## config.mk

```make
export PLATFORM = sky130hd
export DESIGN_NAME = obj_ram
export DESIGN_NICKNAME = d
export VERILOG_FILES = /design/src/verilog/obj_ram.sv
export VERILOG_INCLUDE_DIRS = /design/src /design/src/include
export SDC_FILE = /design/constraint.sdc
export NUM_CORES = 1
export LEC_CHECK = 0
export BUFFER_PORTS_ARGS = -buffer_cell sky130_fd_sc_hd__buf_2
export CAP_MARGIN = 5
export CORE_MARGIN = 1.5
export CORE_UTILIZATION = 60
export CTS_CLUSTER_SIZE = 20
export DETAILED_ROUTE_END_ITERATION = 7
export PLACE_DENSITY = 0.76
export SYNTH_ARGS = -nofsm -noshare
export SYNTH_HDL_FRONTEND = slang
export SYNTH_SLANG_ARGS = --single-unit
```

## constraint.sdc

```tcl
create_clock -name clk -period 2.48 [get_ports clk]
set_input_delay 0 -clock clk [delete_from_list [all_inputs] [get_ports clk]]
set_output_delay 0 -clock clk [all_outputs]
set_load 0.01 [all_outputs]
```

## src/include/obj_defines.svh

```systemverilog
// Object engine sizing constants, included by the RTL and the testbench
`ifndef OBJ_DEFINES_SVH
`define OBJ_DEFINES_SVH

// Entries in the object attribute table
// Each entry is four bytes, split over the even and odd banks
`define OBJ_COUNT 32

// Graphics ROM word address width
// Tile code times 8 plus the row inside the tile
`define OBJ_ROM_AW 11

// Display read lag in pixels
// The pixel shown at hdump h comes from line buffer position h - OBJ_HOFFSET
`define OBJ_HOFFSET 6

`endif
```

## src/verilog/obj_ram.sv

```systemverilog
// Object attribute table, two byte banks with a CPU port and a scan port for the line scanner
`timescale 1ns/1ps
`include "obj_defines.svh"

module obj_ram (
    input  logic       clk,
    input  logic       rst_n,
    // CPU side
    input  logic [6:0] cpu_addr,
    input  logic [7:0] cpu_dout,
    input  logic       obj_cs,
    input  logic       cpu_rnw,
    output logic [7:0] obj_dout,
    // Scanner side
    input  logic [5:0] scan_addr,
    output logic [7:0] even_q,
    output logic [7:0] odd_q
);

    // Even bank holds bytes 0 and 2, odd bank bytes 1 and 3
    logic [7:0] even_mem [`OBJ_COUNT*2];
    logic [7:0] odd_mem  [`OBJ_COUNT*2];

    logic [5:0] bank_addr;
    logic       even_we;
    logic       odd_we;

    // Bit 0 picks the bank, the rest is the word inside it
    assign bank_addr = cpu_addr[6:1];
    assign even_we   = obj_cs & ~cpu_rnw & ~cpu_addr[0];
    assign odd_we    = obj_cs & ~cpu_rnw &  cpu_addr[0];

    // CPU writes
    always_ff @(posedge clk) begin
        if (even_we) begin
            even_mem[bank_addr] <= cpu_dout;
        end
        if (odd_we) begin
            odd_mem[bank_addr] <= cpu_dout;
        end
    end

    // Registered reads, one cycle latency on both ports
    always_ff @(posedge clk or negedge rst_n) begin
        if (!rst_n) begin
            obj_dout <= '0;
            even_q   <= '0;
            odd_q    <= '0;
        end else begin
            // CPU readback follows its own bank select
            obj_dout <= cpu_addr[0] ? odd_mem[bank_addr] : even_mem[bank_addr];
            // Scanner gets both bytes of a half entry at once
            even_q   <= even_mem[scan_addr];
            odd_q    <= odd_mem[scan_addr];
        end
    end

endmodule

```

# After elaboration in Yosys (flattened, before gate mapping)
# Memory sizes are Yosys's and may differ from the RTL's. A register that Yosys moved wholly into a read port is not among the register bits.
# Index checks and enable logic that the tools add are counted.
[classes]
n_addsub = 0
multipliers = 0
div_mod_pow = 0
n_lt_le_gt_ge = 0
eq_ne = 0
shift = 0
mux = 5
bitwise = 5
n_reduce_logical = 2
[ops]
columns = ["operator", "n"]
rows = [
  ["two-way mux 8 bit", 1],
  ["two-way mux 1 bit", 4],
  ["bitwise AND 1 bit", 3],
  ["zero test 1 bit", 2],
  ["NOT 1 bit", 2],
]
[word_totals]
register_bits = 8
latch_bits = 0
mem_bits_rw = 1024
mem_bits_ro = 0
in_bits = 25
output_inout_bits = 24
wordCells = 15
memories = 2
[memory_table]
columns = ["memory", "words", "width", "read_ports", "rd_clocked_by_memory_dff", "wr", "line_no", "rtl"]
rows = [
  ["even_mem", 64, 8, 2, 1, 1, "obj_ram.sv:21", "logic [7:0] even_mem [`OBJ_COUNT*2];"],
  ["odd_mem", 64, 8, 2, 1, 1, "obj_ram.sv:22", "logic [7:0] odd_mem [`OBJ_COUNT*2];"],
]

# Depth between registers and ports, before layout
# Gate-level depths: netlist (run 1).
[logic_depth]
ltp_word = 5
ltp_mapped = 11
mapped_depth_nobuf = 6

# Least setup slack after synthesis (run 1)
# Ideal clock, no wire load.
[synth_path]
path_kind = "input to register"
startpoint = "in cpu_addr[3]"
endpoint = "mem even_mem[13][0] (enable)"
setup_time_ns = 0.371
arrival_ns = 1.875
t_required_ns = 2.109
slack_ns = 0.235
stages = 8
path_buffers = 6
cell_sequence = "buf_2 -> buf_2 -> buf_2 -> buf_2 -> buf_2 -> buf_2 -> nand3_1 -> nor2_1"
[synth_lines]
columns = ["element", "line_no", "rtl"]
rows = [
  ["from (decl)", "obj_ram.sv:9", "input logic [6:0] cpu_addr,"],
  ["to (decl)", "obj_ram.sv:21", ""],
]
# Straight into the memory's write port.

==> run summary, run 1 <==
Status = finished with violations
Failing checks = setup timing
Kind of critical path = register to register
N_diodes = 0
Library cells used by synthesis = 58
Synthesized area = 48600 sq um
Syn-to-layout area delta = 18.1%
Leak pwr = 0.0193 uW
Total Die Area = 82800 sq um
Worst setup EP type = register
Final Wtd Congestion = 1.05
CTS max path bufs = 3
# fillers = 4850
Die X = 288 um
Async S/R FF share, synth = 2.29%
Initial antenna violation count = 4
Sum of negative setup slack = -0.0287 ns
DRC = 0
Final setup fails = 1
Req. time, crit path = 3.04 ns
Final Core Density = 71.5%
Total wire length = 167 mm
Fin Clk Skew = 0.0330 ns
Drt wl/cell = 39.1 um
Sequential area share after synthesis = 64.4%
Largest cells by area after synthesis = edfxtp_1 63%, mux4_2 18%, mux2i_1 2.8%
Root Buffer = clkbuf_16
Initial Utilization = 60.5%
Rows = 104
Total power per unit cell area = 703 nW/um^2
Die H = 288 um
Pin count of the biggest net entering global routing = 129
Fin area = 57500 sq um
Syn_nets = 2752
Core Area = 80400 sq um
EDFF count, synth = 1024
Clk Latency, worst-skew pair = 0.70 ns
Slew @ Worst Pin = 1.04 ns
Dpl hpwl = 113 mm
CP arrival = 3.07 ns
GR Util All Layers = 41.0%
Drt pass-1 iters = 8
Peak supply drop = 0.579 mV
Yosys warns = 0
Final worst path period share = 101%
Worst-path fanout max = 2
Fin. Hold Viols = 0
Placed cell areas = 53600 sq um
Via Count = 33000
HP Class = primary input to register
Clk slew on worst S/H paths = 0.06 ns
Pins Over Slew Limit = 0
First-pass GRT wire length = 237 mm
CTS tree = done
Top_reg_cell synth = edfxtp_1
Final net count = 3148
Grt ovf = 0
PortBufs = 48
DRT iter0 DRCs = 5583
Vias in the first global route = 32400
Syn avg cell area = 17.8 sq um
Post-route setup slack = -0.0287 ns
Max-cap viol count = 0
Fmax = 0.399 GHz
Via density = 7.71
Post-synth top area share = 63.2%
Yosys reg bits = 1048
Final Total Pwr = 40400 uW
Syn Inst Count = 2727
Yosys top cell by area = edfxtp_1
CTS sink count = 1048
Max_slew headroom = 31.0%
Final ANT Viol Nets = 0
H-tree depth = 3
Place WS = -0.696 ns
CTS buffer count = 104
Min Tclk post-route = 2.51 ns
Share of layout cells above drive strength 1 = 36.3%
Unrepaired setup endpoints after global routing = true
Worst setup SP type = register
# IOs = 49
[worst paths after layout]
check	to	startpoint	slack, ns	depth (start not counted)
hold reg to reg	obj_dout[1]	odd_mem[46][1]	0.89	4
min in group asynchronous	obj_dout[7]	rst_n	0.42	4
setup reg to reg	obj_dout[7]	odd_mem[58][7]	-0.03	8
setup / recovery	obj_dout[7]	odd_mem[58][7]	-0.03	8
hold / removal	odd_mem[30][1]	cpu_dout[1]	0.05	1
max in group asynchronous	obj_dout[1]	rst_n	1.87	4
[power by group]
group	total (uW)	leakage (uW)	switching (uW)	internal (uW)
combinational	3980	0.00801	2360	1610
sequential	19600	0.00949	102	19500
clock	16800	0.00177	6920	9910
[layout by cell type (no fill, tap or decap), types with 17 or more instances in the layout]
cell type and n:
mux2i_1 133, clkbuf_16 107, edfxtp_1 1024, clkbuf_1 21, bufinv_16 17, o22a_1 19
nand2_1 105, buf_2 34, buf_12 75, a22oi_1 59, nor2_1 180, a221o_1 38
a221oi_1 114, o21ai_0 44, mux2_2 87, dfrtp_1 24, a21oi_1 62, o2bb2ai_1 23
o22ai_1 29, buf_4 390, a22o_1 23, clkinv_2 17, mux4_2 385
[critical path, cell delays in order (launching register included)]
cell,delay [ns]
edfxtp_1,0.39
mux2_2,0.30
a221o_1,0.31
a222oi_1,0.48
buf_4,0.20
o221ai_2,0.14
nor4_4,0.33
buf_4,0.17
a31oi_1,0.04
[metal layers]
layer	GRT usage (%)	vias to the layer above	wire, um
met2	60.3	3255	74600
met5	0	-	32
li1	-	12400	-
met4	23.6	6	12100
met3	12.4	634	25500
met1	54.9	16600	54800
[logic make-up (layout without fill, tap and decap cells)]
group | after synthesis | count (layout) | share of synthesized area, %
flip-flops | 1048 | 1048 | 64.4
multiplexers | 606 | 606 | 22.6
AO/OA/AOI/OAI | 486 | 486 | 7.59
AND/OR/NAND/NOR | 355 | 355 | 3.15
buffers and inverters | 232 | 719 | 2.22
[synthesized netlist by cell type (8+ instances only)]
| cell type | instances |
|---|---|
| buf_2 | 100 |
| a221o_1 | 38 |
| mux2_2 | 87 |
| o21ai_1 | 10 |
| o211ai_1 | 8 |
| edfxtp_1 | 1024 |
| o21ai_0 | 44 |
| o22ai_1 | 29 |
| dfrtp_1 | 24 |
| mux4_2 | 385 |
| buf_4 | 20 |
| mux2i_1 | 134 |
| a21oi_1 | 63 |
| o22a_1 | 19 |
| nand2_1 | 105 |
| clkbuf_1 | 85 |
| o2bb2ai_1 | 23 |
| o221ai_1 | 16 |
| a22o_1 | 23 |
| a22oi_1 | 59 |
| nor2_1 | 182 |
| buf_1 | 21 |
| nor2b_1 | 10 |
| a31oi_1 | 10 |
| a221oi_1 | 115 |
| nand3b_1 | 10 |
[state kept, by name (all words and copies together), names as in the netlist]
name      cells
obj_dout      8
odd_q         8
odd_mem     512
even_mem    512
even_q        8
[what timing repair did]
item	CTS	global route
resized for setup	7	5
pin swaps	2	2
hold endpoints to repair	431	0
setup endpoints to repair	4	4
setup buffers	0	0
hold buffers	14	0
[final cells by class]
cell class	instances	area, sq um	share of cell area, %
inverters	5	20.0	0.0348
clock inverters	62	783	1.36
flip-flops and latches	1048	31400	54.6
repair buffers	517	4800	8.35
clock buffers	135	2850	4.96
multi-input cells	1447	16300	28.4
well taps	1060	1330	2.31
[stage by stage]
step                cells  hold WS (ns)
finish               4274        0.0539
global route         4274        0.0891
CTS                  4274        0.0471
detailed placement   4063        0.0808
global placement     4063        0.0809
floorplan            2727        -0.296
(Power assumes the default switching activity.)
==> run 2, diff against run 1 <==
--- a/config.mk
+++ b/config.mk
@@ -16,3 +16,4 @@
 export SYNTH_ARGS = -nofsm -noshare
 export SYNTH_HDL_FRONTEND = slang
 export SYNTH_SLANG_ARGS = --single-unit
+export TNS_END_PERCENT = 10
==> run 2 against run 1 <==
The flow finishes with violations (DRC, setup timing); die area unchanged; routed wire length decreased by 0.13%; total power about the same; clock skew decreased by 0.0016 ns; count of clock-buffer cells in the layout unchanged; highest routed layer unchanged.
==> run summary, run 2 (synthesis results as in run 1) <==
Status = finished with violations
Failing checks = DRC, setup timing
R2R depth = 7
Pins Over Slew Limit = 0
Grt ovf = 0
Dpl hpwl = 113 mm
Clk slew on worst S/H paths = 0.07 ns
CTS max path bufs = 3
Unrepaired setup endpoints after global routing = true
Final setup fails = 1
Fin Clk Skew = 0.0314 ns
Leak pwr = 0.0193 uW
Largest regs = even_mem (512), odd_mem (512)
DRT iter0 DRCs = 5442
Drt pass-1 iters = 8
Sum of negative setup slack = -0.0326 ns
Core Area = 80400 sq um
Final net count = 3149
First-pass GRT wire length = 237 mm
GR Util All Layers = 40.9%
Via density = 7.69
Total power per unit cell area = 703 nW/um^2
Most common cell after layout, fill and taps aside = edfxtp_1
Vias in the first global route = 32400
# IOs = 49
Die X = 288 um
Via Count = 32900
N_diodes = 0
Pin count of the biggest net entering global routing = 129
Max_slew headroom = 29.7%
DRC = 33
CTS sink count = 1048
Drt wl/cell = 39.0 um
Fmax = 0.398 GHz
Req. time, crit path = 2.98 ns
Final ANT Viol Nets = 0
Most frequent cells in the layout = 1024 x edfxtp_1, 391 x buf_4, 385 x mux4_2, 180 x nor2_1, 133 x mux2i_1
CTS tree = done
Final Wtd Congestion = 1.05
CTS buffer count = 104
Initial Utilization = 60.5%
Min-Delay Path Depth = 1
Syn-to-layout area delta = 18.1%
Initial antenna violation count = 4
Share of layout cells above drive strength 1 = 36.3%
Die H = 288 um
Post-route setup slack = -0.0326 ns
Kind of critical path = register to register
Total Die Area = 82800 sq um
Worst-path fanout max = 2
# fillers = 4850
Slew @ Worst Pin = 1.05 ns
Final Core Density = 71.5%
Worst setup EP type = register
Min Tclk post-route = 2.51 ns
Rows = 104
Fin. Hold Viols = 0
Total wire length = 167 mm
Worst setup SP type = register
H-tree depth = 3
Peak supply drop = 0.581 mV
Max-cap viol count = 0
Root Buffer = clkbuf_16
Final worst path period share = 101%
PortBufs = 48
CP arrival = 3.01 ns
Clk Latency, worst-skew pair = 0.70 ns
HP Class = primary input to register
run 2: cell types whose count changed in the layout (fill, tap and decap cells not counted), sizes merged:
cell	change
buf	+1
run 2: per-stage QoR:
step	total power (uW)	cells	cell area (sq um)	hold WS [ns]	setup slack, ns
3_5_place_dp	23700	4063	53600	0.0808	-0.696
6_report	40400	4275	57500	0.0640	-0.0326
5_1_grt	41100	4275	57500	0.0889	-0.0233
3_3_place_gp	23700	4063	53600	0.0809	-0.655
4_1_cts	40200	4274	57400	0.0471	-0.00101
2_1_floorplan	21800	2727	48600	-0.296	0.235
run 2: critical path: stages (launching register included):
cell and delay, ns:
edfxtp_1 0.40, mux2_2 0.29, a221o_1 0.30, a221oi_1 0.39
o221ai_1 0.23, nor4_4 0.47, buf_4 0.19, a41oi_1 0.04
run 2: worst paths after layout:
path | startpoint | to | slack, ns
worst max register to register | odd_mem[60][5] | obj_dout[5] | -0.03
worst min-delay path | cpu_dout[1] | odd_mem[30][1] | 0.06
worst min register to register | odd_mem[46][1] | obj_dout[1] | 0.88
worst max-delay path | odd_mem[60][5] | obj_dout[5] | -0.03
min in group asynchronous | rst_n | odd_q[4] | 0.43
max in group asynchronous | rst_n | obj_dout[1] | 1.87
run 2: what timing repair did:
| item | 4_1_cts | 5_1_grt |
|---|---|---|
| hold endpoints to repair | 431 | 0 |
| setup buffers | 0 | 1 |
| pin swaps | 0 | 3 |
| hold buffers | 14 | 0 |
| endpoints found under the setup margin | 4 | 4 |
| resized for setup | 6 | 6 |
run 2: power breakdown:
| part | total, uW | switching (uW) | internal (uW) |
|---|---|---|---|
| Clock | 16800 | 6920 | 9910 |
| Combinational | 3960 | 2350 | 1610 |
| Sequential | 19600 | 103 | 19500 |
| Total | 40400 | 9370 | 31000 |
run 2: per-layer routing:
metal  GRT usage [%]  wire (um)  vias to the layer above
li1                -          -                    12400
met1            54.8      55000                    16600
met2            60.6      74600                     3221
met3            12.2      25000                      639
met4            23.0      12100                        6
met5               0         30                        -
run 2: area by class of cell:
type	count	area [sq um]	share of cell area, %
Timing Repair Buffer	518	4810	8.37
Inverter	5	20.0	0.0348
Sequential cell	1048	31400	54.6
Clock buffer	135	2850	4.96
Multi-Input combinational cell	1447	16300	28.4
Tap cell	1060	1330	2.31
Clock inverter	62	783	1.36
