<file path="src/include/obj_defines.svh">
// Object engine sizing constants, included by the RTL and the testbench
`ifndef OBJ_DEFINES_SVH
`define OBJ_DEFINES_SVH

// Entries in the object attribute table
// Each entry is four bytes, split over the even and odd banks
`define OBJ_COUNT 32

// Graphics ROM word address width
// Tile code times 8 plus the row inside the tile
`define OBJ_ROM_AW 11

// Display read lag in pixels
// The pixel shown at hdump h comes from line buffer position h - OBJ_HOFFSET
`define OBJ_HOFFSET 6

`endif
</file>
<file path="src/verilog/video_pkg.sv">
// Pixel and line buffer types shared by the drawer, the line buffer and the top level
package video_pkg;

    // Object pixel as stored in the line buffer
    // Index 0 means no object at this position
    typedef struct packed {
        logic [3:0] color;
        logic [3:0] idx;
    } pixel_t;

    // Position inside one line buffer
    typedef logic [7:0] lbuf_addr_t;

endpackage

</file>
<file path="src/verilog/obj_pkg.sv">
// Object table types shared by the attribute RAM, the line scanner and the drawer
package obj_pkg;

    // One attribute table entry, byte 0 in the low bits
    // Bytes 0 and 2 sit in the even bank, bytes 1 and 3 in the odd bank
    typedef struct packed {
        logic [7:0] x;     // byte 3, left pixel
        logic [7:0] attr;  // byte 2, flip and color
        logic [7:0] code;  // byte 1, tile number
        logic [7:0] y;     // byte 0, top line
    } obj_entry_t;

    // Object number inside the table
    typedef logic [4:0] obj_index_t;

    // Attribute byte layout
    // Bit 4 flips the row, bits 3..0 are the color
    localparam int ATTR_FLIP = 4;

    // Object height in lines
    localparam int OBJ_ROWS = 8;

endpackage

</file>
<file path="src/verilog/obj_draw.sv">
// Object drawer, turns one fetched ROM row into eight line buffer writes with flip and transparency
`timescale 1ns/1ps

module obj_draw (
    input  logic                   clk,
    input  logic                   rst_n,
    input  logic                   draw_start,
    input  logic [31:0]            draw_data,
    input  logic [7:0]             draw_x,
    input  logic [7:0]             draw_attr,
    output logic                   draw_busy,
    output logic                   wr_en,
    output video_pkg::lbuf_addr_t  wr_addr,
    output video_pkg::pixel_t      wr_pixel
);

    logic                  busy;
    logic [2:0]            cnt;
    logic [31:0]           row_q;
    video_pkg::lbuf_addr_t x_q;
    logic [3:0]            color_q;
    logic                  flip_q;
    logic [3:0]            nib;
    logic [2:0]            offset;

    // Eight busy cycles, one pixel each
    always_ff @(posedge clk or negedge rst_n) begin
        if (!rst_n) begin
            busy <= 1'b0;
            cnt  <= '0;
        end else if (busy) begin
            cnt <= cnt + 3'd1;
            if (cnt == 3'd7) begin
                busy <= 1'b0;
            end
        end else if (draw_start) begin
            busy <= 1'b1;
            cnt  <= '0;
        end
    end

    // Row latch, shifted so the current pixel is always in the low nibble
    always_ff @(posedge clk) begin
        if (!busy && draw_start) begin
            row_q   <= draw_data;
            x_q     <= draw_x;
            color_q <= draw_attr[3:0];
            flip_q  <= draw_attr[obj_pkg::ATTR_FLIP];
        end else if (busy) begin
            row_q <= row_q >> 4;
        end
    end

    assign nib = row_q[3:0];

    // Flipped rows run from x+7 down to x
    assign offset = flip_q ? 3'd7 - cnt : cnt;

    // Address wraps modulo 256
    assign wr_addr        = x_q + {5'd0, offset};
    assign wr_pixel.color = color_q;
    assign wr_pixel.idx   = nib;

    // Index 0 is transparent and leaves the buffer alone
    assign wr_en     = busy && (nib != 4'd0);
    assign draw_busy = busy;

endmodule

</file>
<file path="config.mk">
export PLATFORM = sky130hd
export DESIGN_NAME = obj_draw
export DESIGN_NICKNAME = d
export VERILOG_FILES = /design/src/include/obj_defines.svh /design/src/verilog/video_pkg.sv /design/src/verilog/obj_pkg.sv /design/src/verilog/obj_draw.sv
export SDC_FILE = /design/constraint.sdc
export NUM_CORES = 1
export LEC_CHECK = 0
export BUFFER_PORTS_ARGS = -buffer_cell sky130_fd_sc_hd__buf_4
export CORE_MARGIN = 5
export CORE_UTILIZATION = 55
export DETAILED_ROUTE_END_ITERATION = 7
export PLACE_DENSITY = 0.85
export SLEW_MARGIN = 20
export SYNTH_ARGS = -nofsm -noshare
export SYNTH_HDL_FRONTEND = slang
export SYNTH_SLANG_ARGS = --single-unit
</file>
<file path="constraint.sdc">
create_clock -name clk -period 4.8 [get_ports clk]
set_input_delay 0.48 -clock clk [delete_from_list [all_inputs] [get_ports clk]]
set_output_delay 0.48 -clock clk [all_outputs]
set_load 0.005 [all_outputs]
</file>
# After elaboration in Yosys (flattened, before gate mapping)
# Index checks and enable logic that the tools add are counted.
# op_classes
n_addsub	3
reduce_logical	6
n_mux	8
eq_ne	1
# ops
operator	n
2-to-1 mux 32 bit	2
2-to-1 mux 3 bit	3
adder 8 x 3 -> 8 bit	1
nonzero test 2 bit	2
nonzero test 4 bit	1
adder 3 x 1 -> 3 bit, second input constant	1
equality test 3 bit, second input constant	1
2-to-1 mux 1 bit	3
subtractor 3 bit, first input constant	1
logical AND 1 bit	2
logical NOT 1 bit	1
# word_totals
inputBits	51
register_bits	49

# Logic depth before layout (Yosys ltp)
# Gate-level depths: netlist of run 1.
# logic_depth
ltp_word	3
depth_mapped	7
ltp_nobuf	7

# Worst setup path before layout of run 1
# No wires, ideal clock.
# synth_path
path_type	reg-to-output
start	register flip_q
end	output wr_addr[6]
t_arrival_ns	1.629
path_slack_ns	2.691
path_stages_with_launch	8
cell_sequence	edfxtp_1 xor2_1 ha_1 inv_1 fa_1 nor2b_1 o2111ai_1 xnor2_1
# synth_via
elab_chain_cells	2
# synth_rtl
item	line_no	source
from (decl)	obj_draw.sv:22	logic flip_q;
from (signal assigned)	obj_draw.sv:48	flip_q <= draw_attr[obj_pkg::ATTR_FLIP];
2-to-1 mux 3 bit	obj_draw.sv:57	assign offset = flip_q ? 3'd7 - cnt : cnt;
adder 8 x 3 -> 8 bit	obj_draw.sv:60	assign wr_addr = x_q + {5'd0, offset};
to (decl)	obj_draw.sv:13	output video_pkg::lbuf_addr_t wr_addr,
# No other way between the ends.

# Worst setup path after layout of run 1
# Ends and elaborated chain as after synthesis.

==> flow_metrics.py, run 1 <==
metrics = {
    "layout": {
        "final_common_cell": "buf_4",
        "nets": 256,
        "layout_common_cells": "66 x buf_4, 45 x edfxtp_1, 24 x mux2_4",
        "fin_area_mm2": 0.00286,
        "drive_gt1_share_pct": 52.3,
        "area_growth_pct": 25.1,
        "diodes": 0,
    },
    "detailed_routing": {
        "ant_nets": 0,
        "vias": 1273,
        "drt_pass1_iterations": 4,
        "drt-total-wl_um": 3970,
        "dr.first_iter.drc_count": 68,
        "drc": 0,
        "via_per_inst": 5.11,
        "wl_per_cell_um": 15.9,
    },
    "critical_path": {
        "crit_start": "flip_q",
        "ff2ff_path_depth": 3,
        "critPathMaxFanout": 3,
        "cpPeakStageDelay_ps": 450,
        "critPathRequiredTime_ps": 4320,
        "worstReg2RegStart": "draw_busy",
        "r2r-end": "row_q[14]",
        "cp-end-kind": "output port",
        "startpoint_type": "flop",
        "critPathKind": "reg -> out",
        "endpoint": "wr_addr[6]",
        "crit_slowest_cell": "edfxtp_1",
        "critical_path_arrival_ps": 2270,
        "path_cells": "xor2_1, ha_1, inv_1, fa_1, nor2b_1, o2111ai_1, xnor2_1, buf_4",
        "reg2reg_slack_ps": 2760,
    },
    "sta": {
        "fin_setup_tns_ps": 0,
        "rsz0062_at_grt": "no",
        "clock.fmax_ghz": 0.364,
        "tightest_slew_ps": 749,
        "hold_violations": 0,
        "slew_headroom_pct": 50.0,
        "period_needed_ps": 2750,
        "slew_violations": 0,
        "fin_crit_sh_pct": 57.3,
        "setup_viol": 0,
        "fin_skew_ps": 1.30,
    },
    "floorplanning": {
        "dieArea_mm2": 0.00555,
        "die_y_um": 74.5,
        "core_area_mm2": 0.00403,
        "pin_count": 69,
        "start_util_pct": 56.7,
        "num_rows": 23,
        "die_x_um": 74.5,
    },
    "yosys": {
        "synth_top_area_cell": "edfxtp_1",
        "synthCells": 132,
        "yosysUniqueCellTypes": 25,
        "syn_nets": 190,
        "avgSynthCellArea_um2": 17.3,
        "yosysSeqAreaShare_pct": 63.5,
        "synth_top_area_share_pct": 59.1,
        "yosys_warnings": 0,
        "ys_ff_latch": 49,
        "synth_area_leaders": "edfxtp_1 59%, mux2_4 16%, dfrtp_1 4.4%",
        "synthesis.area_mm2": 0.00229,
    },
    "pwr": {
        "switchingPower_uw": 427,
        "p_per_area_mw_per_mm2": 542,
        "sw_frac_of_total_pct": 27.5,
        "vdd_drop_max_v": 0.000241,
        "clock_power_share_pct": 15.6,
        "power_leakage_uw": 0.00124,
        "p_int_uw": 1120,
        "seq_power_share_pct": 48.4,
        "comb_power_share_pct": 36.0,
    },
    "place": {
        "placed_area_mm2": 0.00276,
        "routabilityCongestion": 0.668,
        "numPortBuffers": 65,
        "dpl.hpwl_um": 2970,
    },
    "global_routing": {
        "antenna_found_initial": 0,
        "grt_pass1_wl_um": 6150,
        "grt_max_degree": 34,
        "overflow": 0,
        "grt_pass1_vias": 1385,
        "grt_usage_pct": 14.9,
    },
    "cts": {
        "cts_tree": "done",
        "htree_num_levels": 2,
        "cts_buffer_depth": 2,
        "numClockSinks": 49,
        "cts_root_buf": "clkbuf_8",
        "cts_made_buffers": 5,
        "clk_pin_slew_ps": 90,
        "post_cts_resize_count": 0,
        "insertion_delay_ps": 290,
    },
    "run_status": {
        "status": "completed",
    },
    "hold_path": {
        "hold_class": "in -> reg",
    },
    "flow_run": {
        "max_cap_viol_count": 0,
    },
}
==> registers in the layout (all words and copies together), names as in the netlist <==
| name | count |
|---|---|
| row_q | 32 |
| x_q | 8 |
| color_q | 4 |
| cnt | 3 |
| draw_busy | 1 |
| flip_q | 1 |
==> layout make-up <==
cell class | instances | area, µm²
clock buffers | 5 | 68.8
clock inverters | 3 | 21.3
fillers | 286 | 1170
inverters | 5 | 18.8
multi-input cells | 70 | 731
flip-flops and latches | 49 | 1450
well taps | 50 | 62.6
repair buffers | 67 | 505
==> power by group through the flow <==
stage | Clock (µW) | Sequential (µW) | Combinational (µW)
after floorplan | 0 | 737 | 400
after global placement | 0 | 750 | 529
after detailed placement | 0 | 759 | 565
after CTS | 245 | 752 | 568
after global routing | 266 | 769 | 605
final | 241 | 750 | 559
==> worst min path at each step <==
stage | slack (ps) | to | from | cells past startpoint
finish | 350 | x_q[6] | draw_x[6] | 1
global route | 330 | color_q[1] | draw_attr[1] | 1
CTS | 350 | color_q[1] | draw_attr[1] | 1
detailed placement | 280 | cnt[2] | rst_n | 1
global placement | 270 | cnt[2] | rst_n | 1
floorplan | 180 | cnt[0] | rst_n | 0
==> critical path, delay by kind of cell, from the launching register on <==
kind / cells / cell delay [ps]
adder cells (fa/ha/maj): 2 / 590
flip-flops: 1 / 450
XOR/XNOR: 2 / 410
buffers and inverters: 2 / 210
AND/OR/NAND/NOR: 1 / 180
AO/OA/AOI/OAI: 1 / 140
==> synthesized netlist by cell type (all sizes together) <==
library cell and number:
xnor2 3, nor2b 2, mux2i 1, o21bai 1, nor2 1, xor2 6
ha 6, edfxtp 45, or2 1, nand3 1, inv 5, nand2 6
fa 1, o21ai 3, nand4 1, o2111ai 1, dfrtp 4, a21oi 3
mux2 28, buf 8, nor4 1, and2 4
==> through the flow <==
step | std cells | power [µW] | hold WS (ps) | utilization [%] | setup WS, ps
after floorplan | 132 | 1140 | 184 | - | 2690
after global placement | 240 | 1280 | 274 | 68.5 | 2480
after detailed placement | 240 | 1320 | 280 | 68.5 | 2350
after CTS | 249 | 1570 | 347 | 71.0 | 2010
after global routing | 249 | 1640 | 329 | 71.0 | 1900
final | 249 | 1550 | 354 | 71.0 | 2050
==> routing by layer <==
metal  wire length [µm]  GRT usage, %  part of all wire (%)
met5                  0             0                     0
met2               2000          27.3                    50
met3                378          5.81                   9.5
met4                  9          3.36                  0.23
met1               1580          16.2                    40
==> kinds of logic (layout without fill, tap and decap cells) <==
logic type      count (synthesis)  in the layout  share of synthesized area (%)
xor+xnor                        9              9                           3.45
buf+inv                        13             80                           4.87
compound gates                  8              8                           2.02
mux                            29             29                           18.2
simple gates                   17             17                           3.83
fa+ha+maj                       7              7                           4.16
flops                          49             49                           63.5
==> timing repair <==
action                                  CTS  global route
endpoints found under the hold margin     4             0
hold buffers                              1             0
buffers inserted                          0             0
endpoints found under the setup margin    0             0
Power figures use the tool's default switching activity.
==> inputs of run 2 (changes only) <==
Settings changed: CORE_UTILIZATION 55 to 46, PLACE_DENSITY 0.85 to 0.75.
Clock period 4.8 ns to 2.3 ns, I/O delays scaled along.
==> run 2 against run 1 <==
  * The run now ends with negative setup slack left
  * Largest cell class unchanged
  * Total power grew 120%
  * Cell count grew 8.4%
  * Clock power grew 100%
  * Count of clock-buffer cells in the layout grew 2
  * Register-to-register slack lost 2200 ps
  * Utilization shrank 8.1 points
  * Die area grew 17%
  * Sequential share of layout area shrank 2.5 points
  * Via count grew 1.5%
==> flow_metrics.py, run 2 (synthesis results as in run 1) <==
metrics = {
    "sta": {
        "holdWs_ps": 104,
        "slew_violations": 0,
        "rsz0062_at_grt": "yes",
        "worst_slack_ps": -76.0,
        "setup_viol": 2,
        "fin_skew_ps": 6.66,
        "period_needed_ps": 2380,
        "fin_crit_sh_pct": 103,
        "clock.fmax_ghz": 0.421,
        "tightest_slew_ps": 753,
        "hold_violations": 0,
        "slew_headroom_pct": 49.8,
        "fin_setup_tns_ps": -134,
    },
    "cts": {
        "cts_root_buf": "clkbuf_8",
        "cts_buffer_depth": 2,
        "cts_tree": "done",
        "cts_made_buffers": 5,
        "numClockSinks": 49,
        "htree_num_levels": 2,
        "clk_pin_slew_ps": 80,
        "insertion_delay_ps": 300,
    },
    "critical_path": {
        "crit_slowest_cell": "edfxtp_1",
        "reg2reg_slack_ps": 570,
        "crit_family": "adder cells",
        "critPathKind": "reg -> out",
        "ff2ff_path_depth": 3,
        "r2r-end": "row_q[3]",
        "worstReg2RegStart": "draw_busy",
        "critPathRequiredTime_ps": 2070,
        "cpPeakStageDelay_ps": 450,
        "critical_path_arrival_ps": 2150,
        "path_cells": "xor2_1, ha_2, inv_2, fa_2, nor2b_4, o2111ai_2, xnor2_1, buf_4",
        "cp-end-kind": "output port",
        "startpoint_type": "flop",
        "critPathMaxFanout": 3,
        "worst-path-buf-inv": 2,
    },
    "flow_run": {
        "max_cap_viol_count": 0,
    },
    "global_routing": {
        "antenna_found_initial": 0,
        "busiest_layer": "met2",
        "met3_usage_pct": 6.17,
        "grt_pass1_wl_um": 6200,
        "met1_usage_pct": 13.3,
        "grt_max_degree": 37,
        "overflow": 0,
        "grt_pass1_vias": 1433,
        "gr-usage-met2_pct": 22.3,
        "grt_usage_pct": 12.8,
    },
    "pwr": {
        "switchingPower_uw": 937,
        "clock_power_share_pct": 14.3,
        "sw_frac_of_total_pct": 27.6,
        "p_int_uw": 2460,
        "vdd_drop_max_v": 0.000511,
        "power_leakage_uw": 0.00127,
        "comb_power_share_pct": 39.5,
        "seq_power_share_pct": 46.2,
        "fin_total_pwr_uw": 3400,
        "p_per_area_mw_per_mm2": 1130,
    },
    "layout": {
        "final_common_cell": "buf_4",
        "nets": 260,
        "largest-register": "row_q",
        "layout_common_cells": "69 x buf_4, 45 x edfxtp_1, 24 x mux2_4, 6 x nand2_1",
        "fin_util_pct": 62.8,
        "reg_top3": "row_q x32, x_q x8, color_q x4",
        "area_growth_pct": 31.5,
        "drive_gt1_share_pct": 57.6,
        "largest_register_ff_count": 32,
        "diodes": 0,
    },
    "detailed_routing": {
        "via_per_inst": 4.79,
        "dr.first_iter.drc_count": 44,
        "ant_nets": 0,
        "vias": 1292,
        "drt-total-wl_um": 4010,
        "wl_per_cell_um": 14.9,
        "drc": 0,
        "drt_pass1_iterations": 4,
    },
    "hold_path": {
        "min_to": "x_q[1]",
        "hold_class": "in -> reg",
        "worstHoldPathCells": 1,
        "hp-start": "draw_x[1]",
    },
    "place": {
        "numPortBuffers": 65,
        "dpl.hpwl_um": 2870,
        "pre_cts_ws_ps": 147,
        "routabilityCongestion": 0.666,
    },
    "floorplanning": {
        "num_rows": 25,
        "start_util_pct": 47.8,
        "dieArea_mm2": 0.00648,
        "pin_count": 69,
        "die_y_um": 80.5,
        "core_area_mm2": 0.00479,
        "die_x_um": 80.5,
    },
    "run_status": {
        "status": "finished, violations left",
        "violations": "negative setup slack",
    },
}
[run 2: changes by cell type in the layout (fill, tap and decap cells not counted), moves of 2 or more]
| cell | change |
|---|---|
| ha_4 | +2 |
| clkbuf_1 | +2 |
| a21oi_1 | -2 |
| ha_1 | -3 |
| buf_4 | +3 |
[run 2: how the worst max path moves through the flow]
| stage | start | endpoint | slack, ps | cells after the start |
|---|---|---|---|---|
| final | flip_q | wr_addr[6] | -80 | 8 |
| after global placement | flip_q | wr_addr[6] | 260 | 8 |
| after floorplan | flip_q | wr_addr[6] | 440 | 7 |
| after detailed placement | flip_q | wr_addr[6] | 150 | 8 |
| after global routing | flip_q | wr_addr[6] | -200 | 8 |
| after CTS | flip_q | wr_addr[6] | -90 | 8 |
[run 2: area by class of cell]
class / count / area [µm²]
clock buffers: 7 / 76.3
clock inverters: 1 / 7.51
flip-flops and latches: 49 / 1450
multi-input cells: 70 / 821
fillers: 346 / 1780
repair buffers: 71 / 548
inverters: 5 / 18.8
well taps: 67 / 83.8
[run 2: what timing repair did]
action | in CTS | in global routing
hold buffers | 1 | 0
resized for setup | 6 | 10
pin swaps | 4 | 9
gates cloned | 0 | 0
setup endpoints to repair | 2 | 5
setup buffers | 3 | 2
endpoints found under the hold margin | 4 | 0
[run 2: routing by layer]
layer	part of all wire [%]	vias to the layer above
li1	-	617
met1	38	622
met5	0	-
met2	52	48
met4	1.1	0
met3	9.3	5
[run 2: metrics by stage]
stage / cells / instance area, µm²
2_1_floorplan: 132 / 2290
3_5_place_dp: 257 / 2790
4_1_cts: 269 / 2920
5_1_grt: 270 / 3010
3_3_place_gp: 257 / 2790
6_report: 270 / 3010
[run 2: power by group through the flow]
stage	Clock (µW)	Sequential, µW	Combinational [µW]
after floorplan	0	1540	835
after global placement	0	1560	1120
after detailed placement	0	1590	1170
after CTS	505	1570	1220
after global routing	543	1600	1450
final	487	1570	1340
