<file path="config.mk">
export PLATFORM = sky130hd
export DESIGN_NAME = obj_scan
export DESIGN_NICKNAME = d
export VERILOG_FILES = /design/src/verilog/obj_pkg.sv /design/src/verilog/obj_scan.sv
export VERILOG_INCLUDE_DIRS = /design/src /design/src/include
export SDC_FILE = /design/constraint.sdc
export NUM_CORES = 1
export LEC_CHECK = 0
export BUFFER_PORTS_ARGS = -buffer_cell sky130_fd_sc_hd__clkbuf_2
export CAP_MARGIN = 10
export CORE_MARGIN = 8
export CORE_UTILIZATION = 47
export CTS_BUF_LIST = sky130_fd_sc_hd__clkbuf_8
export CTS_CLUSTER_SIZE = 10
export DETAILED_ROUTE_END_ITERATION = 12
export MAX_ROUTING_LAYER = met4
export PLACE_DENSITY = 0.81
export RECOVER_POWER = 25
export SYNTH_ARGS = -nofsm -noshare
export SYNTH_HDL_FRONTEND = slang
export SYNTH_SLANG_ARGS = --single-unit
</file>
<file path="constraint.sdc">
create_clock -name clk -period 4.3 [get_ports clk]
set_input_delay 0.43 -clock clk [delete_from_list [all_inputs] [get_ports clk]]
set_output_delay 0.43 -clock clk [all_outputs]
set_load 0.02 [all_outputs]
</file>
<file path="src/include/obj_defines.svh">
// Object engine sizing constants, included by the RTL and the testbench
`ifndef OBJ_DEFINES_SVH
`define OBJ_DEFINES_SVH

// Entries in the object attribute table
// Each entry is four bytes, split over the even and odd banks
`define OBJ_COUNT 32

// Graphics ROM word address width
// Tile code times 8 plus the row inside the tile
`define OBJ_ROM_AW 11

// Display read lag in pixels
// The pixel shown at hdump h comes from line buffer position h - OBJ_HOFFSET
`define OBJ_HOFFSET 6

`endif
</file>
<file path="src/verilog/obj_pkg.sv">
// Object table types shared by the attribute RAM, the line scanner and the drawer
package obj_pkg;

    // One attribute table entry, byte 0 in the low bits
    // Bytes 0 and 2 sit in the even bank, bytes 1 and 3 in the odd bank
    typedef struct packed {
        logic [7:0] x;     // byte 3, left pixel
        logic [7:0] attr;  // byte 2, flip and color
        logic [7:0] code;  // byte 1, tile number
        logic [7:0] y;     // byte 0, top line
    } obj_entry_t;

    // Object number inside the table
    typedef logic [4:0] obj_index_t;

    // Attribute byte layout
    // Bit 4 flips the row, bits 3..0 are the color
    localparam int ATTR_FLIP = 4;

    // Object height in lines
    localparam int OBJ_ROWS = 8;

endpackage

</file>
<file path="src/verilog/obj_scan.sv">
// Line scanner, walks the object table after hinit and fetches ROM rows of the objects hit
`timescale 1ns/1ps
`include "obj_defines.svh"

module obj_scan (
    input  logic                   clk,
    input  logic                   rst_n,
    input  logic                   hinit,
    input  logic [7:0]             vrender,
    // Attribute table scan port
    input  logic [7:0]             even_q,
    input  logic [7:0]             odd_q,
    output logic [5:0]             scan_addr,
    // Graphics ROM
    output logic [`OBJ_ROM_AW-1:0] rom_addr,
    output logic                   rom_cs,
    input  logic [31:0]            rom_data,
    input  logic                   rom_ok,
    // Drawer handoff
    input  logic                   draw_busy,
    output logic                   draw_start,
    output logic [31:0]            draw_data,
    output logic [7:0]             draw_x,
    output logic [7:0]             draw_attr
);

    typedef enum logic [2:0] {
        S_IDLE,
        S_ADDR0,   // request bytes 0 and 1
        S_ADDR1,   // request bytes 2 and 3, take y and code
        S_TEST,    // take attr and x, hit test
        S_ROM,     // hold the ROM strobe
        S_HAND     // wait for the drawer
    } state_t;

    state_t                 state;
    obj_pkg::obj_index_t    idx;
    obj_pkg::obj_entry_t    entry;
    logic [7:0]             line;
    logic [7:0]             row_diff;
    logic                   hit;
    logic                   last;

    // Entry n sits at scan words 2n and 2n+1
    assign scan_addr = {idx, state == S_ADDR1};

    // Row inside the object, wraps modulo 256
    assign row_diff = line - entry.y;
    assign hit      = row_diff < 8'(obj_pkg::OBJ_ROWS);
    assign last     = idx == obj_pkg::obj_index_t'(`OBJ_COUNT - 1);

    always_ff @(posedge clk or negedge rst_n) begin
        if (!rst_n) begin
            state      <= S_IDLE;
            idx        <= '0;
            line       <= '0;
            rom_cs     <= 1'b0;
            draw_start <= 1'b0;
        end else begin
            // One cycle pulse
            draw_start <= 1'b0;
            case (state)
                S_IDLE: begin
                    if (hinit) begin
                        idx   <= '0;
                        line  <= vrender + 8'd1;
                        state <= S_ADDR0;
                    end
                end
                S_ADDR0: state <= S_ADDR1;
                S_ADDR1: state <= S_TEST;
                S_TEST: begin
                    if (hit) begin
                        rom_cs <= 1'b1;
                        state  <= S_ROM;
                    end else if (last) begin
                        state <= S_IDLE;
                    end else begin
                        idx   <= idx + 1'b1;
                        state <= S_ADDR0;
                    end
                end
                S_ROM: begin
                    if (rom_ok) begin
                        rom_cs <= 1'b0;
                        state  <= S_HAND;
                    end
                end
                S_HAND: begin
                    // Drawer latches its own copy, so the scan goes on at once
                    if (!draw_busy) begin
                        draw_start <= 1'b1;
                        if (last) begin
                            state <= S_IDLE;
                        end else begin
                            idx   <= idx + 1'b1;
                            state <= S_ADDR0;
                        end
                    end
                end
                default: state <= S_IDLE;
            endcase
        end
    end

    // Entry bytes, ROM address and handoff payload
    always_ff @(posedge clk) begin
        if (state == S_ADDR1) begin
            entry.y    <= even_q;
            entry.code <= odd_q;
        end
        if (state == S_TEST) begin
            entry.attr <= even_q;
            entry.x    <= odd_q;
            // Held stable with rom_cs until rom_ok
            rom_addr   <= {entry.code, row_diff[2:0]};
        end
        if (state == S_ROM && rom_ok) begin
            draw_data <= rom_data;
            draw_x    <= entry.x;
            draw_attr <= entry.attr;
        end
    end

endmodule

</file>
After elaboration in Yosys (flattened, before gate mapping)
Cells that the tools add are included.

storage, ports and cells
  register bits = 109
  bits of input ports = 61
  output and inout bits = 67

cells by class
  $add $sub $neg = 3
  order comparisons = 1
  equality and inequality tests = 11
  multiplexer cells = 16
  reductions and logical operators = 8

operators by type and width
  cell                 number
  $mux 5               4
  $pmux 3 s6           1
  $pmux 5 s3           1
  $mux 3               4
  $ne 2x2->1 const B   5
  $add 8x1->8 const B  1
  $lt 8x4->1 const B   1
  $sub 8x8->8          1
  $eq 3x2->1 const B   2
  $eq 3x3->1 const B   2
  $reduce_and 3->1     2
  $add 5x1->5 const B  1
  $eq 5x5->1 const B   1
  $mux 1               5
  $reduce_and 4->1     1
  $eq 3x1->1 const B   1
  $logic_not 3->1      1
  $reduce_bool 3->1    1
  $pmux 1 s2           1
  $reduce_and 2->1     1
  $reduce_bool 2->1    1
  $logic_and 1x1->1    1

Depth between registers and ports, before layout
Gate-level depths: netlist of the first run.

  word-level depth = 4
  gate-level depth with buffers = 10

Worst setup path after synthesis of the first run
Ideal clock, no wire load.

  kind = register to register
  from = register state[1]
  to = register draw_attr[0] (enable)
  library setup time = 0.525 ns
  data arrival time = 4.249 ns
  data required time = 3.775 ns
  path slack = -0.473 ns
  stages on the path, launching flop included = 3
  clock period less this slack = 4.773 ns
  cells stage by stage = dfrtp_1 nand2b_1 nor3b_1

on the way
  longest elaborated chain between the ends = 2

ends and longest elaborated chain
  what                      RTL line         text
  start: declaration        obj_scan.sv:36   state_t state;
  start signal: assignment  obj_scan.sv:54   state <= S_IDLE;
  start signal: assignment  obj_scan.sv:67   state <= S_ADDR0;
  start signal: assignment  obj_scan.sv:70   S_ADDR0: state <= S_ADDR1;
  $eq 3x3->1                obj_scan.sv:118  if (state == S_ROM && rom_ok) begin
  $logic_and 1x1->1         obj_scan.sv:118
  end signal: assignment    obj_scan.sv:121  draw_attr <= entry.attr;
  end: declaration          obj_scan.sv:24   output logic [7:0] draw_attr

Every way passes these cells.
A chain may end at the register's enable or synchronous reset.

Worst setup path in the final report of the first run
  from = register state[2]
  to = output port scan_addr[0]

on the way
  longest elaborated chain between the ends = 1

ends and longest elaborated chain
  what              RTL line        text
  $eq 3x2->1        obj_scan.sv:45  assign scan_addr = {idx, state == S_ADDR1};
  end: declaration  obj_scan.sv:13  output logic [5:0] scan_addr,

Every way passes these cells.

==> results.cfg, run 1 <==
[drt]
vias_per_cell = 4.91
drtIter0Drc = 60
routed_wl_um = 7970
drt_first_pass_iters = 4
drc = 0
vias = 2340
ant_nets = 0
wl_per_cell_um = 16.7

[cells_and_area]
stdcell_count = 477
drive_above_1_share = 0.371
nets = 439
post-route-cell-area_um2 = 4950
n_antenna_cell = 0
area_growth_pct = 24.7
postLayoutCoreUtil = 0.602

[pwr]
comb_power_share = 0.275
irDropWorstVdd_uv = 311
leakagePower_uw = 0.00204
p_per_area_nw_per_um2 = 603
swShare = 0.324
p_sw_uw = 966
pwr-share-clk = 0.210
internal-power_uw = 2020
pwr-share-seq = 0.515

[synthesis]
syn-cell-area_um2 = 3970
avgSynthCellArea_um2 = 17.4
synthDistinctLibCells = 29
synth_cells = 228
ys.warnings.count = 0
ys_seq_elements = 109
ys_async_sr_fraction = 0.165
syn_nets = 300
synth-edff-count = 91
yosysSeqAreaShare = 0.802
synth_ff_type = edfxtp_1

[timing]
setup_violations = 0
tightest_slew_ns = 0.947
fin_crit_ns = 2.55
layout_setup_ws_ns = 1.75
finClkSkew_ns = 0.00733
rsz0062_at_grt = no
hold_viol_final = 0
clock.fmax_ghz = 0.392
setup-tns-final_ns = 0
period_share = 0.593
drv_slew = 0
maxSlewHeadroom = 0.368

[floorplan]
dieWidth_um = 108
dieArea_um2 = 11600
core-area_um2 = 8220
rows = 33
ios = 128
die_h_um = 108
start_util = 0.483

[cts]
clockRootBuffer = clkbuf_8
tritoncts = built
htree_num_levels = 3
cts_buffer_depth = 2
cts_resized = 0
cts_buffers = 9
worstSkewPairLatency_ns = 0.36
clk_pin_slew_worst_paths_ns = 0.10
clock-sinks = 109

[outcome]
run_status = finished clean

[global_routing]
grt_pass1_vias = 2482
grt-ovfl-total = 0
antenna_found_initial = 0
grt_util_all_layers = 0.143
grt_pass1_wl_um = 12200
grt_start_max_net_pins = 50

[critical_path]
endpoint_kind = output port
path_class = reg -> out
crit_path_cell_trace = nand2b_1 -> nor2_2 -> clkbuf_2
crit_required_ns = 3.87
slowest_stage = nor2_2
crit_arrival_ns = 2.12
crit_fanout = 17
cp_slowest_stage_delay_ns = 0.76
startpoint_type = register

[placement]
port_buffers = 127
dp_cells = 460
dpl-instance-area_um2 = 4750
dp_hpwl_um = 6110
pre_cts_ws_ns = 1.88
gp_congestion = 0.851

[job]
maxCapViolCount = 0

[min_path]
hp-class = in -> reg
[repair_timing]
action,in CTS,in global routing
buffers inserted,0,0
endpoints found under the hold margin,16,0
hold buffers,1,0
[layout make-up]
cell class                 count  area, um2
timing repair buffer         129        632
tap                          105        131
clock inverter                 7       83.8
clock buffer                   9        124
sequential                   109       3180
multi-input combinational    103        737
inverter                      15       56.3
fill                         645       3270
[through the flow]
| step | power, uW | hold WS [ns] |
|---|---|---|
| floorplan | 2140 | 0.134 |
| finish | 2980 | 0.236 |
| detailed placement | 2400 | 0.401 |
| global placement | 2360 | 0.394 |
| CTS | 3030 | 0.216 |
| global route | 3170 | 0.208 |
[power by group through the flow]
stage	combinational, uW	sequential [uW]	clock, uW
floorplan	528	1610	0
global placement	809	1550	0
detailed placement	838	1560	0
CTS	841	1540	646
global route	929	1560	683
finish	822	1540	625
[synthesized netlist by cell type (4+ instances only)]
master    number  area share
a21oi_1        9       0.011
dfrtp_1       18        0.11
ha_1          10       0.032
o21ai_0       13       0.016
nand3_1        5      0.0063
xor2_1         4      0.0088
nand2_1       13       0.012
edfxtp_1      91        0.69
inv_1         15       0.014
xnor2_1        8       0.018
nor2_1        11       0.010
mux2i_1        6       0.015
[worst max-delay path, delay by kind of cell, from the launching register on]
family	cells	cell delay, ns
buf+inv	1	0.31
flops	1	0.44
simple gates	2	1.01
[logic make-up after synthesis]
group | Yosys count | share of synthesized area
flip-flops | 109 | 0.802
adder cells (fa/ha/maj) | 11 | 0.0366
AO/OA/AOI/OAI | 25 | 0.0337
AND/OR/NAND/NOR | 48 | 0.0662
buffers and inverters | 16 | 0.0170
XOR/XNOR | 12 | 0.0265
multiplexers | 7 | 0.0180
[final timing paths]
check / slack [ns] / start / cells past startpoint / end
hold / removal: 0.24 / rom_data[14] / 1 / draw_data[14]
max in group asynchronous: 3.44 / rst_n / 2 / line[2]
hold reg to reg: 0.42 / entry[15] / 0 / rom_addr[10]
min in group asynchronous: 0.54 / rst_n / 2 / idx[4]
setup reg to reg: 1.89 / entry[0] / 9 / idx[0]
setup / recovery: 1.75 / state[2] / 3 / scan_addr[0]
[flip-flops by register name, summed over array words and instances (netlist names)]
name / count
rom_cs: 1
state: 3
line: 8
draw_data: 32
draw_x: 8
entry: 32
draw_attr: 8
idx: 5
draw_start: 1
rom_addr: 11
[metal layers]
metal | vias up | part of all wire | track usage
met5 | - | 0 | -
met4 | 0 | 0.0083 | 0.0565
met3 | 7 | 0.085 | 0.0401
met2 | 96 | 0.49 | 0.237
met1 | 1129 | 0.41 | 0.160
li1 | 1108 | - | -
[cell usage in the layout, fill, tap and decap left out, types with 9 or more instances in the layout]
cell	instances
clkbuf_2	110
edfxtp_1	91
dfrtp_1	18
clkbuf_1	17
inv_1	15
nand2_1	13
o21ai_0	13
nor2_1	10
ha_1	10
a21oi_1	9
clkbuf_8	9
No activity file was read; power rests on OpenSTA's default activity.
==> run 2, diff against run 1 <==
Clock period 4.3 ns to 2.3 ns, I/O delays scaled along.
==> run 2 against run 1 <==
Net effect:
- largest power group unchanged
- clock skew is essentially flat
- sequential cell count is the same
- cell count rose by 1.3%
==> results.cfg, run 2 (synthesis results as in run 1) <==
[outcome]
run_status = finished clean

[cells_and_area]
layout_commonest_cell = clkbuf_2
reg.largest.list = draw_data: 32 flops, entry: 32 flops, rom_addr: 11 flops
final_cell_mix = clkbuf_2 (116), edfxtp_1 (91), dfrtp_1 (18)
n_antenna_cell = 0
postLayoutCoreUtil = 0.611
drive_above_1_share = 0.405
nets = 445
area_growth_pct = 26.5

[timing]
hold_viol_final = 0
timing.hold.ws_ns = 0.0403
fin_crit_ns = 2.16
finClkSkew_ns = 0.00776
setup_violations = 0
maxSlewHeadroom = 0.689
drv_slew = 0
period_share = 0.940
tightest_slew_ns = 0.466
clock.fmax_ghz = 0.462

[pwr]
p_per_area_nw_per_um2 = 1120
leakagePower_uw = 0.00209
irDropWorstVdd_uv = 701

[critical_path]
startpoint_type = register
path_class = reg -> reg
crit_fanout = 3
slowest_stage = edfxtp_1
reg2regPathDepth = 9
r2r_slack_ns = 0.14
crit_arrival_ns = 2.41
path_delay_family = simple AND/OR/NAND/NOR gates
cp.depth = 9
crit_path_cell_trace = ha_2 -> fa_2 -> nand2b_1 -> a21oi_2 -> xnor2_1 -> nor3_2 -> nand4_2 -> and2_4 -> mux2_2
endpoint_kind = register
crit-reg2reg-capture = idx[0]
cp_slowest_stage_delay_ns = 0.38
crit_required_ns = 2.55
cp.buffers_inverters = 0
r2r_start = entry[0]

[min_path]
hold_end = draw_data[2]
hp-start = rom_data[2]
whs_path_depth = 1
hp-class = in -> reg

[drt]
wl_per_cell_um = 16.9
drc = 0
drt_first_pass_iters = 4
drtIter0Drc = 63
vias = 2332
vias_per_cell = 4.83
ant_nets = 0
routed_wl_um = 8150

[global_routing]
antenna_found_initial = 0
grt_start_max_net_pins = 50
grt-ovfl-total = 0
grt_pass1_wl_um = 12300
grt_pass1_vias = 2453
grt_util_all_layers = 0.144

[floorplan]
rows = 33
dieWidth_um = 108
ios = 128
core-area_um2 = 8220
die_h_um = 108
start_util = 0.483
dieArea_um2 = 11600

[cts]
clk_pin_slew_worst_paths_ns = 0.10
htree_num_levels = 3
tritoncts = built
clock-sinks = 109
clockRootBuffer = clkbuf_8
cts_buffers = 9
cts_buffer_depth = 2
worstSkewPairLatency_ns = 0.36

[placement]
port_buffers = 127
dp_hpwl_um = 6140
gp_congestion = 0.784

[job]
maxCapViolCount = 0
## run 2: report_power, final
part	internal (uW)	total [uW]	leakage (uW)	switching [uW]
clock network	509	1130	0.0000988	622
logic	631	1630	0.000932	997
registers	2680	2870	0.00106	192
total	3820	5630	0.00209	1810
## run 2: area by class of cell
cell class / instances / area [um2]
well taps: 105 / 131
clock buffers: 9 / 124
inverters: 15 / 56.3
repair buffers: 135 / 697
flip-flops and latches: 109 / 3180
fillers: 634 / 3200
multi-input cells: 103 / 753
clock inverters: 7 / 75.1
## run 2: how the worst max path moves through the flow
stage,from,endpoint,slack [ns]
after CTS,entry[0],idx[4],0.04
after global placement,entry[0],idx[0],0.03
after floorplan,state[2],idx[0],-0.004
after global routing,entry[0],idx[4],-0.02
after detailed placement,entry[0],idx[0],-0.02
final,entry[0],idx[0],0.14
## run 2: timing repair
action                     4_1_cts  5_1_grt
hold endpoints to repair        18        0
hold buffers                     1        0
gates resized for setup          0        3
setup buffers                    2        0
setup endpoints to repair        2        6
pin swaps                        1        0
## run 2: metrics by stage
step | cell area [um2] | power (uW) | worst slack [ns] | setup TNS [ns] | cells
after global placement | 4800 | 4470 | 0.0282 | 0 | 464
after floorplan | 3990 | 4010 | -0.00374 | -0.00374 | 228
after detailed placement | 4800 | 4540 | -0.0248 | -0.0248 | 464
after global routing | 5020 | 5980 | -0.0245 | -0.0245 | 483
final | 5020 | 5630 | 0.137 | 0 | 483
after CTS | 5020 | 5680 | 0.0449 | 0 | 483
## run 2: routing by layer
| metal | up-vias | wire length [um] | track usage |
|---|---|---|---|
| met5 | - | 0 | - |
| met4 | 0 | 130 | 0.0644 |
| met3 | 12 | 664 | 0.0419 |
| met2 | 100 | 3950 | 0.230 |
| met1 | 1101 | 3410 | 0.165 |
| li1 | 1119 | - | - |
==> run 3, diff against run 2 <==
Settings changed: CTS_CLUSTER_SIZE 10 to 14, PLACE_DENSITY 0.81 to unset, PLACE_DENSITY_LB_ADDON set to 0.3, SLEW_MARGIN set to 20.
==> run 3 against run 2 <==
Net effect:
- routed wire length fell by 0.97%
- die area did not move
- critical endpoint unchanged
- register-to-register slack got worse by 0.04 ns
==> results.cfg, run 3 (synthesis results as in run 1) <==
[outcome]
run_status = finished clean

[cells_and_area]
reg.largest.list = draw_data: 32 flops, entry: 32 flops, rom_addr: 11 flops
post-route-cell-area_um2 = 5070
nets = 444
layout_commonest_cell = clkbuf_2
area_growth_pct = 27.7
postLayoutCoreUtil = 0.617
drive_above_1_share = 0.411
final_cell_mix = clkbuf_2 (116), edfxtp_1 (91), dfrtp_1 (18)
n_antenna_cell = 0

[critical_path]
slowest_stage = edfxtp_1
crit_arrival_ns = 2.46
path_class = reg -> reg
crit_path_cell_trace = ha_2 -> fa_2 -> nand2b_4 -> a21oi_2 -> xnor2_2 -> nor3_2 -> nand4_2 -> and2_4 -> mux2_2
crit_required_ns = 2.55
startpoint_type = register
crit_fanout = 3
cp_slowest_stage_delay_ns = 0.39
endpoint_kind = register

[drt]
drtIter0Drc = 64
drt_first_pass_iters = 4
vias_per_cell = 4.83
vias = 2328
ant_nets = 0
wl_per_cell_um = 16.7
routed_wl_um = 8070
drc = 0

[floorplan]
start_util = 0.483
die_h_um = 108
core-area_um2 = 8220
ios = 128
dieWidth_um = 108
dieArea_um2 = 11600
rows = 33

[global_routing]
grt_util_all_layers = 0.141
grt_start_max_net_pins = 47
grt_pass1_wl_um = 12200
grt-ovfl-total = 0
antenna_found_initial = 0
grt_pass1_vias = 2408

[cts]
clk_pin_slew_worst_paths_ns = 0.11
tritoncts = built
worstSkewPairLatency_ns = 0.37
clockRootBuffer = clkbuf_8
clock-sinks = 109
cts_buffers = 9
cts_buffer_depth = 2
htree_num_levels = 3

[placement]
pre_cts_ws_ns = -0.0603
gp_congestion = 0.862
port_buffers = 127
dp_hpwl_um = 6030
dpl-instance-area_um2 = 4790

[timing]
layout_setup_ws_ns = 0.0950
fin_crit_ns = 2.21
finClkSkew_ns = 0.0134
hold_viol_final = 0
period_share = 0.959
timing.hold.ws_ns = 0.0283
tightest_slew_ns = 0.484
maxSlewHeadroom = 0.677
drv_slew = 0
setup_violations = 0
clock.fmax_ghz = 0.454

[min_path]
hp-class = in -> reg

[pwr]
comb_power_share = 0.286
swShare = 0.323
pwr-share-seq = 0.489
p_sw_uw = 1890
irDropWorstVdd_uv = 522
internal-power_uw = 3970
pwr-share-clk = 0.224
p_per_area_nw_per_um2 = 1160
leakagePower_uw = 0.00212

[job]
maxCapViolCount = 0
run 3: cell type report:
| class | count | area [um2] |
|---|---|---|
| sequential | 109 | 3180 |
| fill | 659 | 3150 |
| multi-input combinational | 103 | 768 |
| timing repair buffer | 134 | 693 |
| tap | 105 | 131 |
| clock buffer | 9 | 124 |
| clock inverter | 7 | 114 |
| inverter | 15 | 56.3 |
run 3: timing repair:
item,in CTS,in global routing
pin swaps,1,1
hold buffers,1,0
gates resized for setup,0,6
setup buffers,1,1
setup endpoints to repair,2,6
endpoints found under the hold margin,18,0
run 3: worst paths after layout:
check / start / end / slack, ns / depth (start not counted)
max: entry[0] / idx[0] / 0.09 / 9
min: rom_data[26] / draw_data[26] / 0.03 / 1
max reg2reg: entry[0] / idx[0] / 0.09 / 9
min reg2reg: entry[16] / draw_attr[0] / 0.41 / 0
max in group asynchronous: rst_n / line[1] / 1.62 / 2
min in group asynchronous: rst_n / idx[1] / 0.35 / 2
run 3: power by group through the flow:
stage | sequential [uW] | clock (uW) | combinational, uW
floorplan | 3010 | 0 | 998
global placement | 2900 | 0 | 1570
detailed placement | 2920 | 0 | 1610
CTS | 2880 | 1360 | 1620
global route | 2920 | 1420 | 1870
finish | 2870 | 1320 | 1680
run 3: per-layer routing:
metal,global-route usage,routed length [um]
met1,0.173,3530
met2,0.217,3700
met3,0.0443,763
met4,0.0476,82
met5,-,0
run 3: worst max-delay path, delay by kind of cell (launching register included):
family | cells | cell delay (ns)
AOI/OAI and AO/OA | 1 | 0.16
xor gates and xnor gates | 1 | 0.08
adders and majority gates | 2 | 0.57
DFF | 1 | 0.39
muxes | 1 | 0.26
and+or+nand+nor | 4 | 0.64
run 3: per-stage QoR:
| step | setup TNS [ns] | power, uW | cells |
|---|---|---|---|
| after floorplan | -0.00374 | 4010 | 228 |
| after detailed placement | -0.0603 | 4530 | 463 |
| after CTS | 0 | 5850 | 481 |
| after global placement | 0 | 4460 | 463 |
| after global routing | -0.253 | 6210 | 482 |
| final | 0 | 5870 | 482 |
